===== src/song_table.svh =====
// include after importing sound_pkg and tone_pkg; beats past a song's length read as silence.

function automatic logic [BEAT_BITS:0] song_length(input song_id_t song);
    case (song)
        SONG_TITLE:   return 7'd8;
        SONG_STAFF:   return 7'd4;
        SONG_STAGE:   return 7'd8;
        SONG_SUCCESS: return 7'd4;
        SONG_FAIL:    return 7'd4;
        SONG_HELP:    return 7'd4;
        default:      return 7'd1; // silent song is one rest.
    endcase
endfunction

function automatic stereo_note_t song_note(input song_id_t song,
                                           input logic [BEAT_BITS-1:0] beat);
    stereo_note_t note;
    note = NOTE_SILENT;
    case (song)
        SONG_TITLE: begin
            case (beat)
                6'd0:    note = '{HP_C5, HP_C4};
                6'd1:    note = '{HP_E5, HP_E4};
                6'd2:    note = '{HP_D5, HP_G4};
                6'd3:    note = '{HP_C5, HP_E4};
                6'd4:    note = '{HP_A4, HP_F4};
                6'd5:    note = '{HP_B4, HP_G4};
                6'd6:    note = '{HP_C5, HP_E4};
                6'd7:    note = '{'0, HP_C4};
                default: note = NOTE_SILENT;
            endcase
        end
        SONG_STAFF: begin
            case (beat)
                6'd0:    note = '{HP_G4, HP_B3};
                6'd1:    note = '{HP_A4, HP_C4};
                6'd2:    note = '{HP_B4, HP_D4};
                6'd3:    note = '{HP_C5, HP_E4};
                default: note = NOTE_SILENT;
            endcase
        end
        SONG_STAGE: begin
            case (beat)
                6'd0:    note = '{HP_E4, HP_A3};
                6'd1:    note = '{HP_E4, HP_A3};
                6'd2:    note = '{HP_G4, HP_C4};
                6'd3:    note = '{HP_A4, HP_E4};
                6'd4:    note = '{HP_E4, HP_A3};
                6'd5:    note = '{HP_D4, HP_G3};
                6'd6:    note = '{HP_E4, HP_A3};
                default: note = NOTE_SILENT; // beat 7 rests.
            endcase
        end
        SONG_SUCCESS: begin
            case (beat)
                6'd0:    note = '{HP_C5, HP_E4};
                6'd1:    note = '{HP_E5, HP_G4};
                6'd2:    note = '{HP_D5, HP_B4};
                6'd3:    note = '{HP_C5, HP_C4};
                default: note = NOTE_SILENT;
            endcase
        end
        SONG_FAIL: begin
            case (beat)
                6'd0:    note = '{HP_E4, HP_C4};
                6'd1:    note = '{HP_D4, HP_B3};
                6'd2:    note = '{HP_C4, HP_A3};
                6'd3:    note = '{'0, HP_G3};
                default: note = NOTE_SILENT;
            endcase
        end
        SONG_HELP: begin
            case (beat)
                6'd0:    note = '{HP_A4, HP_F4};
                6'd1:    note = '{'0, HP_F4};
                6'd2:    note = '{HP_A4, HP_C4};
                6'd3:    note = '{'0, HP_C4};
                default: note = NOTE_SILENT;
            endcase
        end
        default: note = NOTE_SILENT;
    endcase
    return note;
endfunction


===== src/sound_pkg.sv =====
// game-state codes must match the game logic; unlisted 4-bit codes are treated as silence.
`default_nettype none

package sound_pkg;

    // states presented by the game logic.
    typedef enum logic [3:0] {
        TITLE    = 4'd0,
        STAFF    = 4'd1,
        STAGE1   = 4'd2,
        SUCCESS1 = 4'd3,
        STAGE2   = 4'd4,
        SUCCESS2 = 4'd5,
        STAGE3   = 4'd6,
        SUCCESS3 = 4'd7,
        FAIL     = 4'd8,
        HELP     = 4'd9
    } game_state_t;

    // one entry per note table.
    typedef enum logic [2:0] {
        SONG_SILENT  = 3'd0,
        SONG_TITLE   = 3'd1,
        SONG_STAFF   = 3'd2,
        SONG_STAGE   = 3'd3,
        SONG_SUCCESS = 3'd4,
        SONG_FAIL    = 3'd5,
        SONG_HELP    = 3'd6
    } song_id_t;

    localparam int BEAT_BITS = 6; // songs up to 64 beats.

endpackage

`default_nettype wire


===== src/tone_pkg.sv =====
// pitches assume a 100 MHz clock divided by 256; 10 bits put the lowest pitch near 191 Hz.
`default_nettype none

package tone_pkg;

    localparam int HP_BITS = 10;

    // half-period in prescaled ticks, zero is silence.
    typedef logic [HP_BITS-1:0] half_period_t;

    typedef struct packed {
        half_period_t left;
        half_period_t right;
    } stereo_note_t;

    localparam stereo_note_t NOTE_SILENT = '{left: '0, right: '0};

    // ~~~~~~~~~~~~~~~~~~~~~~~~~~~~~~~~~~~~~~~~~~~~~~~~~~~~~~~~~~~~~~~~~~~~
    // pitch table, 390625 Hz tick over twice the note frequency
    // ~~~~~~~~~~~~~~~~~~~~~~~~~~~~~~~~~~~~~~~~~~~~~~~~~~~~~~~~~~~~~~~~~~~~
    localparam half_period_t HP_G3 = 10'd996;
    localparam half_period_t HP_A3 = 10'd888;
    localparam half_period_t HP_B3 = 10'd791;
    localparam half_period_t HP_C4 = 10'd747;
    localparam half_period_t HP_D4 = 10'd665;
    localparam half_period_t HP_E4 = 10'd593;
    localparam half_period_t HP_F4 = 10'd559;
    localparam half_period_t HP_G4 = 10'd498;
    localparam half_period_t HP_A4 = 10'd444;
    localparam half_period_t HP_B4 = 10'd395;
    localparam half_period_t HP_C5 = 10'd373;
    localparam half_period_t HP_D5 = 10'd333;
    localparam half_period_t HP_E5 = 10'd296;

endpackage

`default_nettype wire


===== src/beat_timer.sv =====
// free-running tempo counter, not aligned to song changes; needs TICKS_PER_BEAT of at least 2.
`default_nettype none

module beat_timer #(
    parameter int TICKS_PER_BEAT = 12_500_000
) (
    input  wire  clk,
    input  wire  reset,
    output logic beat
);

    localparam int CNT_W = (TICKS_PER_BEAT > 1) ? $clog2(TICKS_PER_BEAT) : 1;
    localparam logic [CNT_W-1:0] CNT_LAST = CNT_W'(TICKS_PER_BEAT - 1);

    logic [CNT_W-1:0] count;
    logic             terminal;

    assign terminal = (count == CNT_LAST);

    always_ff @(posedge clk) begin
        if (reset) begin
            count <= '0;
            beat  <= 1'b0;
        end else begin
            count <= terminal ? '0 : count + 1'b1;
            beat  <= terminal; // one pulse per period.
        end
    end

    // ~~~~~~~~~~~~~~~~~~~~~~~~~~~~~~~~~~~~~~~~~~~~~~~~~~~~~~~~~~~~~~~~~~~~
    // checks
    // ~~~~~~~~~~~~~~~~~~~~~~~~~~~~~~~~~~~~~~~~~~~~~~~~~~~~~~~~~~~~~~~~~~~~
    beat_single_cycle: assert property (
        @(posedge clk) disable iff (reset)
        beat |=> !beat
    ) else $error("beat strobe held for more than one cycle");

endmodule

`default_nettype wire


===== src/game_sound.sv =====
// song follows state and mute one cycle late; mute wins over every state.
`default_nettype none

module game_sound (
    input  wire                   clk,
    input  wire                   reset,
    input  wire sound_pkg::game_state_t state,
    input  wire                   mute,
    output sound_pkg::song_id_t   song
);

    import sound_pkg::*;

    song_id_t song_next;

    // ~~~~~~~~~~~~~~~~~~~~~~~~~~~~~~~~~~~~~~~~~~~~~~~~~~~~~~~~~~~~~~~~~~~~
    // state to song map
    // ~~~~~~~~~~~~~~~~~~~~~~~~~~~~~~~~~~~~~~~~~~~~~~~~~~~~~~~~~~~~~~~~~~~~
    always_comb begin
        if (mute) begin
            song_next = SONG_SILENT;
        end else begin
            case (state)
                TITLE: begin
                    song_next = SONG_TITLE;
                end
                STAFF: begin
                    song_next = SONG_STAFF;
                end
                STAGE1, STAGE2, STAGE3: begin
                    song_next = SONG_STAGE; // all stages share a tune.
                end
                SUCCESS1, SUCCESS2, SUCCESS3: begin
                    song_next = SONG_SUCCESS;
                end
                FAIL: begin
                    song_next = SONG_FAIL;
                end
                HELP: begin
                    song_next = SONG_HELP;
                end
                default: begin
                    song_next = SONG_SILENT; // codes 10 to 15.
                end
            endcase
        end
    end

    always_ff @(posedge clk) begin
        if (reset) begin
            song <= SONG_SILENT;
        end else begin
            song <= song_next;
        end
    end

    mute_gives_silence: assert property (
        @(posedge clk) disable iff (reset)
        mute |=> (song == SONG_SILENT)
    ) else $error("song not silent after mute");

endmodule

`default_nettype wire


===== src/song_sequencer.sv =====
// a new song restarts at beat 0 and takes priority over a beat strobe in the same cycle.
`default_nettype none

module song_sequencer (
    input  wire                      clk,
    input  wire                      reset,
    input  wire sound_pkg::song_id_t song,
    input  wire                      beat,
    output tone_pkg::stereo_note_t   note
);

    import sound_pkg::*;
    import tone_pkg::*;

`include "song_table.svh"

    song_id_t             last_song;
    logic [BEAT_BITS-1:0] index;
    logic [BEAT_BITS-1:0] next_index;
    logic [BEAT_BITS:0]   index_inc;
    logic [BEAT_BITS:0]   song_len;
    logic                 song_changed;

    assign song_changed = (song != last_song);
    assign song_len     = song_length(song);
    assign index_inc    = {1'b0, index} + 1'b1;

    // ~~~~~~~~~~~~~~~~~~~~~~~~~~~~~~~~~~~~~~~~~~~~~~~~~~~~~~~~~~~~~~~~~~~~
    // beat index
    // ~~~~~~~~~~~~~~~~~~~~~~~~~~~~~~~~~~~~~~~~~~~~~~~~~~~~~~~~~~~~~~~~~~~~
    always_comb begin
        if (song_changed) begin
            next_index = '0;
        end else if (beat) begin
            if (index_inc >= song_len) begin
                next_index = '0; // wrap to the top of the song.
            end else begin
                next_index = index_inc[BEAT_BITS-1:0];
            end
        end else begin
            next_index = index;
        end
    end

    always_ff @(posedge clk) begin
        if (reset) begin
            last_song <= SONG_SILENT;
            index     <= '0;
            note      <= NOTE_SILENT;
        end else begin
            last_song <= song;
            index     <= next_index;
            note      <= song_note(song, next_index); // lookup for the coming beat.
        end
    end

    // ~~~~~~~~~~~~~~~~~~~~~~~~~~~~~~~~~~~~~~~~~~~~~~~~~~~~~~~~~~~~~~~~~~~~
    // checks
    // ~~~~~~~~~~~~~~~~~~~~~~~~~~~~~~~~~~~~~~~~~~~~~~~~~~~~~~~~~~~~~~~~~~~~
    index_in_song: assert property (
        @(posedge clk) disable iff (reset)
        ({1'b0, index} < song_length(last_song))
    ) else $error("beat index %0d past end of song %s", index, last_song.name());

endmodule

`default_nettype wire


===== src/sound_top.sv =====
// outputs are raw square waves; volume, mixing and the output driver live outside this block.
`default_nettype none

module sound_top #(
    parameter int TICKS_PER_BEAT = 12_500_000,
    parameter int PRESCALE       = 256
) (
    input  wire                         clk,
    input  wire                         reset,
    input  wire sound_pkg::game_state_t state,
    input  wire                         mute,
    output logic                        audio_l,
    output logic                        audio_r
);

    import sound_pkg::*;
    import tone_pkg::*;

    logic         beat;
    song_id_t     song;
    stereo_note_t note;

    beat_timer #(
        .TICKS_PER_BEAT(TICKS_PER_BEAT)
    ) u_beat_timer (
        .clk  (clk),
        .reset(reset),
        .beat (beat)
    );

    game_sound u_game_sound (
        .clk  (clk),
        .reset(reset),
        .state(state),
        .mute (mute),
        .song (song)
    );

    song_sequencer u_song_sequencer (
        .clk  (clk),
        .reset(reset),
        .song (song),
        .beat (beat),
        .note (note)
    );

    // one voice per channel.
    square_voice #(.PRESCALE(PRESCALE)) voice_l (
        .clk        (clk),
        .reset      (reset),
        .half_period(note.left),
        .wave       (audio_l)
    );

    square_voice #(.PRESCALE(PRESCALE)) voice_r (
        .clk        (clk),
        .reset      (reset),
        .half_period(note.right),
        .wave       (audio_r)
    );

endmodule

`default_nettype wire


===== src/square_voice.sv =====
// any change of half_period restarts the wave high; run length is half_period times PRESCALE.
`default_nettype none

module square_voice #(
    parameter int PRESCALE = 256
) (
    input  wire                         clk,
    input  wire                         reset,
    input  wire tone_pkg::half_period_t half_period,
    output logic                        wave
);

    import tone_pkg::*;

    localparam int PRE_W = (PRESCALE > 1) ? $clog2(PRESCALE) : 1;
    localparam logic [PRE_W-1:0] PRE_LAST = PRE_W'(PRESCALE - 1);

    half_period_t     last_hp;
    half_period_t     hp_cnt;
    logic [PRE_W-1:0] pre_cnt;
    logic             changed;
    logic             tick;

    assign changed = (half_period != last_hp);
    assign tick    = (pre_cnt == PRE_LAST);

    always_ff @(posedge clk) begin
        if (reset) begin
            last_hp <= '0;
            pre_cnt <= '0;
            hp_cnt  <= '0;
            wave    <= 1'b0;
        end else if (changed) begin
            last_hp <= half_period;
            pre_cnt <= '0;
            hp_cnt  <= '0;
            wave    <= (half_period != '0); // new note starts high.
        end else if (last_hp == '0) begin
            wave <= 1'b0; // rest.
        end else begin
            pre_cnt <= tick ? '0 : pre_cnt + 1'b1;
            if (tick) begin
                if (hp_cnt == last_hp - 1'b1) begin
                    hp_cnt <= '0;
                    wave   <= ~wave;
                end else begin
                    hp_cnt <= hp_cnt + 1'b1;
                end
            end
        end
    end

    silent_is_low: assert property (
        @(posedge clk) disable iff (reset)
        (half_period == '0) |=> !wave
    ) else $error("wave high during a rest");

endmodule

`default_nettype wire


===== config.mk =====
export PLATFORM = sky130hd
export DESIGN_NAME = sound_top
export DESIGN_NICKNAME = d
export VERILOG_FILES = /design/src/sound_pkg.sv /design/src/tone_pkg.sv /design/src/beat_timer.sv /design/src/game_sound.sv /design/src/song_sequencer.sv /design/src/sound_top.sv /design/src/square_voice.sv
export VERILOG_INCLUDE_DIRS = /design/src
export SDC_FILE = /design/constraint.sdc
export NUM_CORES = 1
export LEC_CHECK = 0
export ABC_AREA = 0
export BUFFER_PORTS_ARGS = -buffer_cell sky130_fd_sc_hd__buf_4
export CAP_MARGIN = 30
export CORE_AREA = 3 3 104 106
export CTS_BUF_LIST = sky130_fd_sc_hd__clkbuf_4
export DETAILED_ROUTE_END_ITERATION = 10
export DIE_AREA = 0 0 107 109
export GPL_ROUTABILITY_DRIVEN = 1
export GPL_TIMING_DRIVEN = 1
export PLACE_DENSITY = 0.81
export SYNTH_ARGS = -nofsm -noshare
export SYNTH_HDL_FRONTEND = slang
export SYNTH_SLANG_ARGS = --single-unit

===== constraint.sdc =====
create_clock -name clk -period 5 [get_ports clk]
set_input_delay 0.5 -clock clk [delete_from_list [all_inputs] [get_ports clk]]
set_output_delay 0.5 -clock clk [all_outputs]
set_load 0.005 [all_outputs]

* Word-level counts from Yosys, hierarchy flattened *
Memories as Yosys holds them, arrays and structs flattened. A register that Yosys moved wholly into a read port is not among the register bits.
Index checks and enable logic that the tools add are counted.

operators by class
  add/sub/neg operators = 8
  magnitude comparators = 1
  equality and inequality tests = 20
  mux-type cells = 23
  bitwise logic cells = 4
  reductions and logical operators = 21

operator list
  kind                                                                   number
  19-bit case mux with 4 select lines                                    3
  20-bit case mux with 4 select lines                                    2
  20-bit case mux with 6 select lines                                    1
  24-bit by 1-bit adder with 24-bit output (second input constant)       1
  24-bit == test (second input constant)                                 1
  10-bit by 1-bit adder with 10-bit output (second input constant)       2
  10-bit == test                                                         2
  10-bit logical NOT                                                     2
  10-bit two-way mux                                                     2
  20-bit two-way mux                                                     1
  10-bit inequality test                                                 2
  10-bit nonzero test                                                    2
  10-bit by 1-bit subtractor with 10-bit output (second input constant)  2
  6-bit by 3-bit == test with 1-bit output (second input constant)       3
  6-bit two-way mux                                                      3
  8-bit by 1-bit adder with 8-bit output (second input constant)         2
  8-bit == test (second input constant)                                  2
  8-bit two-way mux                                                      2
  6-bit by 2-bit == test with 1-bit output (second input constant)       2
  3-bit nonzero test                                                     4
  2-bit OR reduction                                                     5
  3-bit == test (second input constant)                                  3
  1-bit two-way mux                                                      8
  4-bit case mux with 2 select lines                                     1
  other kinds (11)                                                       19

word-level totals
  register bits = 112
  ROM bits = 200
  bits of input ports = 7
  output and inout port bits = 2
  memories kept = 2

memory list
  name             words  width  rd ports  clocked after memory_dff  write ports  RTL line           text
  (no name shown)  8      19     1         0                         0            song_table.svh:21  case (beat)
  (no name shown)  16     3      1         1                         0            game_sound.sv:23   case (state)

* Longest topological paths before layout *
  depth after elaboration = 11
  gate-level depth with buffers = 20

* Hierarchy *
From an unflattened synthesis, not the netlist that was laid out.

unflattened totals
  cell total of the unflattened synthesis = 829
  area total of the unflattened synthesis = 6911.6 um^2

by module, submodules not included
  module          times used  cells each  area each (um^2)
  square_voice    2           189         1680.4
  song_sequencer  1           299         2212.1
  beat_timer      1           132         1151.1
  game_sound      1           20          187.7

* Least setup slack after synthesis *
OpenSTA, ideal clock, no wires.

  path kind = flip-flop to flip-flop
  start = reg u_game_sound.song[2]
  end = reg u_song_sequencer.note[3] (netlist name)
  arrival = 3.586 ns
  data required time = 4.867 ns
  setup slack = 1.282 ns
  cell stages (with the launch flop) = 20
  clock period less this slack = 3.718 ns
  cells stage by stage = dfxtp_1 -> buf_2 -> or3_1 -> nand2_1 -> ha_1 -> nor4b_1 -> o21ai_0 -> or2_1 -> o22ai_1 -> nand2_1 -> ha_1 -> clkbuf_1 -> or2_2 -> clkbuf_1 -> nand2_1 -> nand2_1 -> a21oi_1 -> nor3_1 -> a311oi_1 -> a31oi_1

on the way
  word-level cells in the longest chain between the ends = 11
  elaborated cells on any way between the ends = 31
  those cells by class = order compare (1); eq/ne (13); mux (11); reduce/logical (5); memory (1)

RTL lines
  item                                                                       RTL line                             text
  start: declaration                                                         game_sound.sv:9                      output sound_pkg::song_id_t song
  3-bit by 2-bit == test with 1-bit output (tied with other cells)           song_table.svh:4, song_table.svh:19
  4-bit OR reduction (no line) / 2-bit OR reduction (equally long branches)  -
  4-bit case mux with 2 select lines                                         song_table.svh:4                     case (song)
  7-bit by 4-bit >= comparator with 1-bit output                             song_sequencer.sv:35                 if (index_inc >= song_len) begin
  6-bit two-way mux                                                          song_sequencer.sv:35
  6-bit two-way mux                                                          song_sequencer.sv:34                 end else if (beat) begin
  6-bit two-way mux                                                          song_sequencer.sv:32                 if (song_changed) begin
  6-bit by 3-bit == test with 1-bit output (tied with other cells)           song_table.svh:43                    case (beat)
  4-bit OR reduction (no line)                                               -
  20-bit case mux with 4 select lines                                        song_table.svh:43
  20-bit case mux with 6 select lines *                                      song_table.svh:19                    case (song)

Mark *: on every way between the ends. The rest lies on a longest branch, timed or not.
A chain may end at the register's enable or synchronous reset.

* Worst setup path in the final report *
  start = reg u_game_sound.song[2]
  end = reg u_song_sequencer.note[14] (netlist name)

on the way
  word-level cells in the longest chain between the ends = 11
  elaborated cells on any way between the ends = 31
  those cells by class = order compare (1); eq/ne (13); mux (11); reduce/logical (5); memory (1)

RTL lines
  item                                                                       RTL line              text
  3-bit by 2-bit == test with 1-bit output (tied with other cells)           song_table.svh:4
  4-bit OR reduction (no line) / 2-bit OR reduction (equally long branches)  -
  4-bit case mux with 2 select lines                                         song_table.svh:4
  7-bit by 4-bit >= comparator with 1-bit output                             song_sequencer.sv:35
  6-bit two-way mux                                                          song_sequencer.sv:35
  6-bit two-way mux                                                          song_sequencer.sv:34
  6-bit two-way mux *                                                        song_sequencer.sv:32
  net u_song_sequencer.next_index[1]                                         song_sequencer.sv:19  logic [BEAT_BITS-1:0] next_index;
  6-bit by 3-bit == test with 1-bit output (tied with other cells)           song_table.svh:43
  4-bit OR reduction (no line)                                               -
  20-bit case mux with 4 select lines                                        song_table.svh:43
  20-bit case mux with 6 select lines *                                      song_table.svh:19

Mark *: on every way through the listed nets, which the timed path passes. The rest lies on a longest branch.

==> metrics.cfg <==
[worst_setup_path]
max_stage_delay_ps=560
crit_start=u_game_sound.song[2]
critPathMaxFanout=18
cp_slowest_cell=ha_1
critical_path_class=reg -> reg
arrival_ps=4830
path_depth=17
cp_top_family=simple AND/OR/NAND/NOR gates
rr_endpoint=u_song_sequencer.note[14]
reg2regPathDepth=17
rr_startpoint=u_game_sound.song[2]
path_buf_inv=1
required_ps=5430
endpoint_kind=register
r2r_slack_ps=590
path_cells=or3_1 -> nand2_1 -> ha_1 -> nor4b_1 -> o21ai_0 -> or2_1 -> o22ai_1 -> nand2_1 -> inv_1 -> ha_1 -> nor2_1 -> nor2b_1 -> and2_1 -> o21ai_1 -> a21oi_1 -> nor2_1 -> a21oi_1
endpoint=u_song_sequencer.note[14]
worst_setup_path_start_kind=register

[routing]
firstDrtPassIters=5
dr_total_vias=5516
postRouteAntennaNets=0
routed_wl_mm=14.7
viasPerCell=5.98
wire_per_inst_um=15.9
dr.first_iter.drc_count=429
remaining_drc_errors=0

[clocking]
h-tree-depth=4
numCtsBuffers=17
root_buffer=clkbuf_4
cts_buffer_depth=2
cts_tree=built
clk_latency_ps=500
cts.clk_slew.worst_paths_ps=100
ctsHoldBuffers=0
numClockSinks=115
postCtsSetupBuffers=0

[synth]
ys.flop_type=dfxtp_1
synthTopCellsByCount=115 x dfxtp_1, 110 x nor2_1, 64 x xor2_1
netlist-cell-type-count=69
async_flop_share_pct=0
yosysTopAreaCell=dfxtp_1
synth_warnings=0
synth-seq-cells=115
netlist_area_um2=6480
post-synth-top-area-fraction_pct=35.5
synth.net_count=818
synth_cells=790
avgSynthCellArea_um2=8.20
synth-edff-count=0
ys_seq_area_share_pct=35.5
yosysMostFrequentCell=dfxtp_1
yosys-top-cells-area=dfxtp_1 36%, xor2_1 8.7%, nor2_1 6.4%

[worst_hold_path]
hold_path.startpoint=mute
hp-class=in -> reg

[floorplan]
ios=9
core_um2=9860
num_rows=36
die_x_um=107
initial_core_util_pct=65.7
dieArea_um2=11700
die_y_um=109

[cells_and_area]
diodes=0
syn_to_final_growth_pct=5.79
fillers=798
final_layout_size_suffix_gt1_share_pct=7.34
fin_nets=806
final_util_pct=69.5

[timing]
finalClockSkew_ps=17.6
fin_crit_sh_pct=88.1
worstMarginPinSlew_ps=612
setup_viol=0
fin_hold_ws_ps=164
slew_headroom_pct=59.2
fmax_ghz=0.227
fin_crit_ps=4410
report.final.slew_viol_count=0
layout_setup_ws_ps=595
tns_ps=0
rsz0062_at_grt=no
hold_viol_final=0

[placement]
place.gp.congestion=0.928
portBuffers=8
dpl.hpwl_mm=10.7
place_ws_ps=575

[power]
irDropWorstVdd_uv=268
p_per_area_nw_per_um2=268
leakage_nw=2.71

[outcome]
status=finished clean

[global_routing]
grt_max_degree=46
antenna_found_initial=0
grt_pass1_wl_mm=25.2
grt_pass1_vias=5446
gr-total-overflow=0
grt_usage_pct=26.7

[flow_run]
max_cap_violations=0

## cells by family after synthesis
logic type | Yosys count | share of synthesized area [%]
buf+inv | 59 | 4.04
xor+xnor | 102 | 13.8
fa+ha+maj | 21 | 4.06
simple gates | 363 | 28.8
mux | 8 | 1.26
compound gates | 122 | 12.5
flops | 115 | 35.5
## cells in the final DEF, fill, tap and decap left out, types with 19 or more instances in the layout
master      n
o21ai_0    26
inv_1      19
nand2_1    63
a21oi_1    29
xnor2_1    38
nor3_1     23
nor2b_1    31
nor2_1    110
xor2_1     64
dfxtp_1   114
ha_1       21
clkbuf_4   19
nand3_1    39
## sequential cells by signal, summed over array words and instances (netlist names), 6 cells and up
| signal | count |
|---|---|
| voice_l.last_hp | 10 |
| voice_r.pre_cnt | 8 |
| voice_r.hp_cnt | 10 |
| voice_l.pre_cnt | 8 |
| u_song_sequencer.note | 20 |
| u_song_sequencer.index | 6 |
| voice_r.last_hp | 10 |
| voice_l.hp_cnt | 10 |
| u_beat_timer.count | 24 |
## power breakdown
group,total [mW],internal [mW],switching [mW]
sequential,0.935,0.924,0.0110
combinational,0.115,0.0422,0.0725
clock,0.790,0.450,0.340
total,1.84,1.42,0.423
## worst min-delay path by stage
stage / end / cells past startpoint
after floorplan: u_beat_timer.count[0] / 1
after global placement: u_beat_timer.count[0] / 1
after detailed placement: voice_r.last_hp[0] / 1
after CTS: u_game_sound.song[0] / 2
after global routing: u_game_sound.song[0] / 2
final: u_game_sound.song[1] / 2
## final cells by class
cell class,count,area [um2],share of cell area [%]
multi-input cells,616,3920,57.1
flip-flops and latches,115,2300,33.6
clock inverters,12,188,2.74
well taps,133,166,2.43
clock buffers,19,143,2.08
inverters,19,71.3,1.04
repair buffers,9,67.6,0.986
## layer usage
| layer | routed length [um] | part of all wire (%) | up-vias | track usage [%] |
|---|---|---|---|---|
| li1 | - | - | 2737 | - |
| met2 | 7240 | 49 | 135 | 47.2 |
| met5 | 0 | 0 | - | 0 |
| met3 | 544 | 3.7 | 33 | 5.80 |
| met1 | 6440 | 44 | 2611 | 30.7 |
| met4 | 477 | 3.2 | 0 | 12.6 |
## through the flow
step | std cells | instance area (um2) | power (mW)
2_1_floorplan | 790 | 6480 | 1.04
3_3_place_gp | 892 | 6520 | 1.06
3_5_place_dp | 892 | 6520 | 1.07
4_1_cts | 923 | 6850 | 1.86
5_1_grt | 923 | 6850 | 1.91
6_report | 923 | 6850 | 1.84
## timing repair
item,in CTS,in global routing
endpoints found under the hold margin,0,0
gates resized for setup,0,2
setup endpoints to repair,0,1
Power figures use the tool's default switching activity.
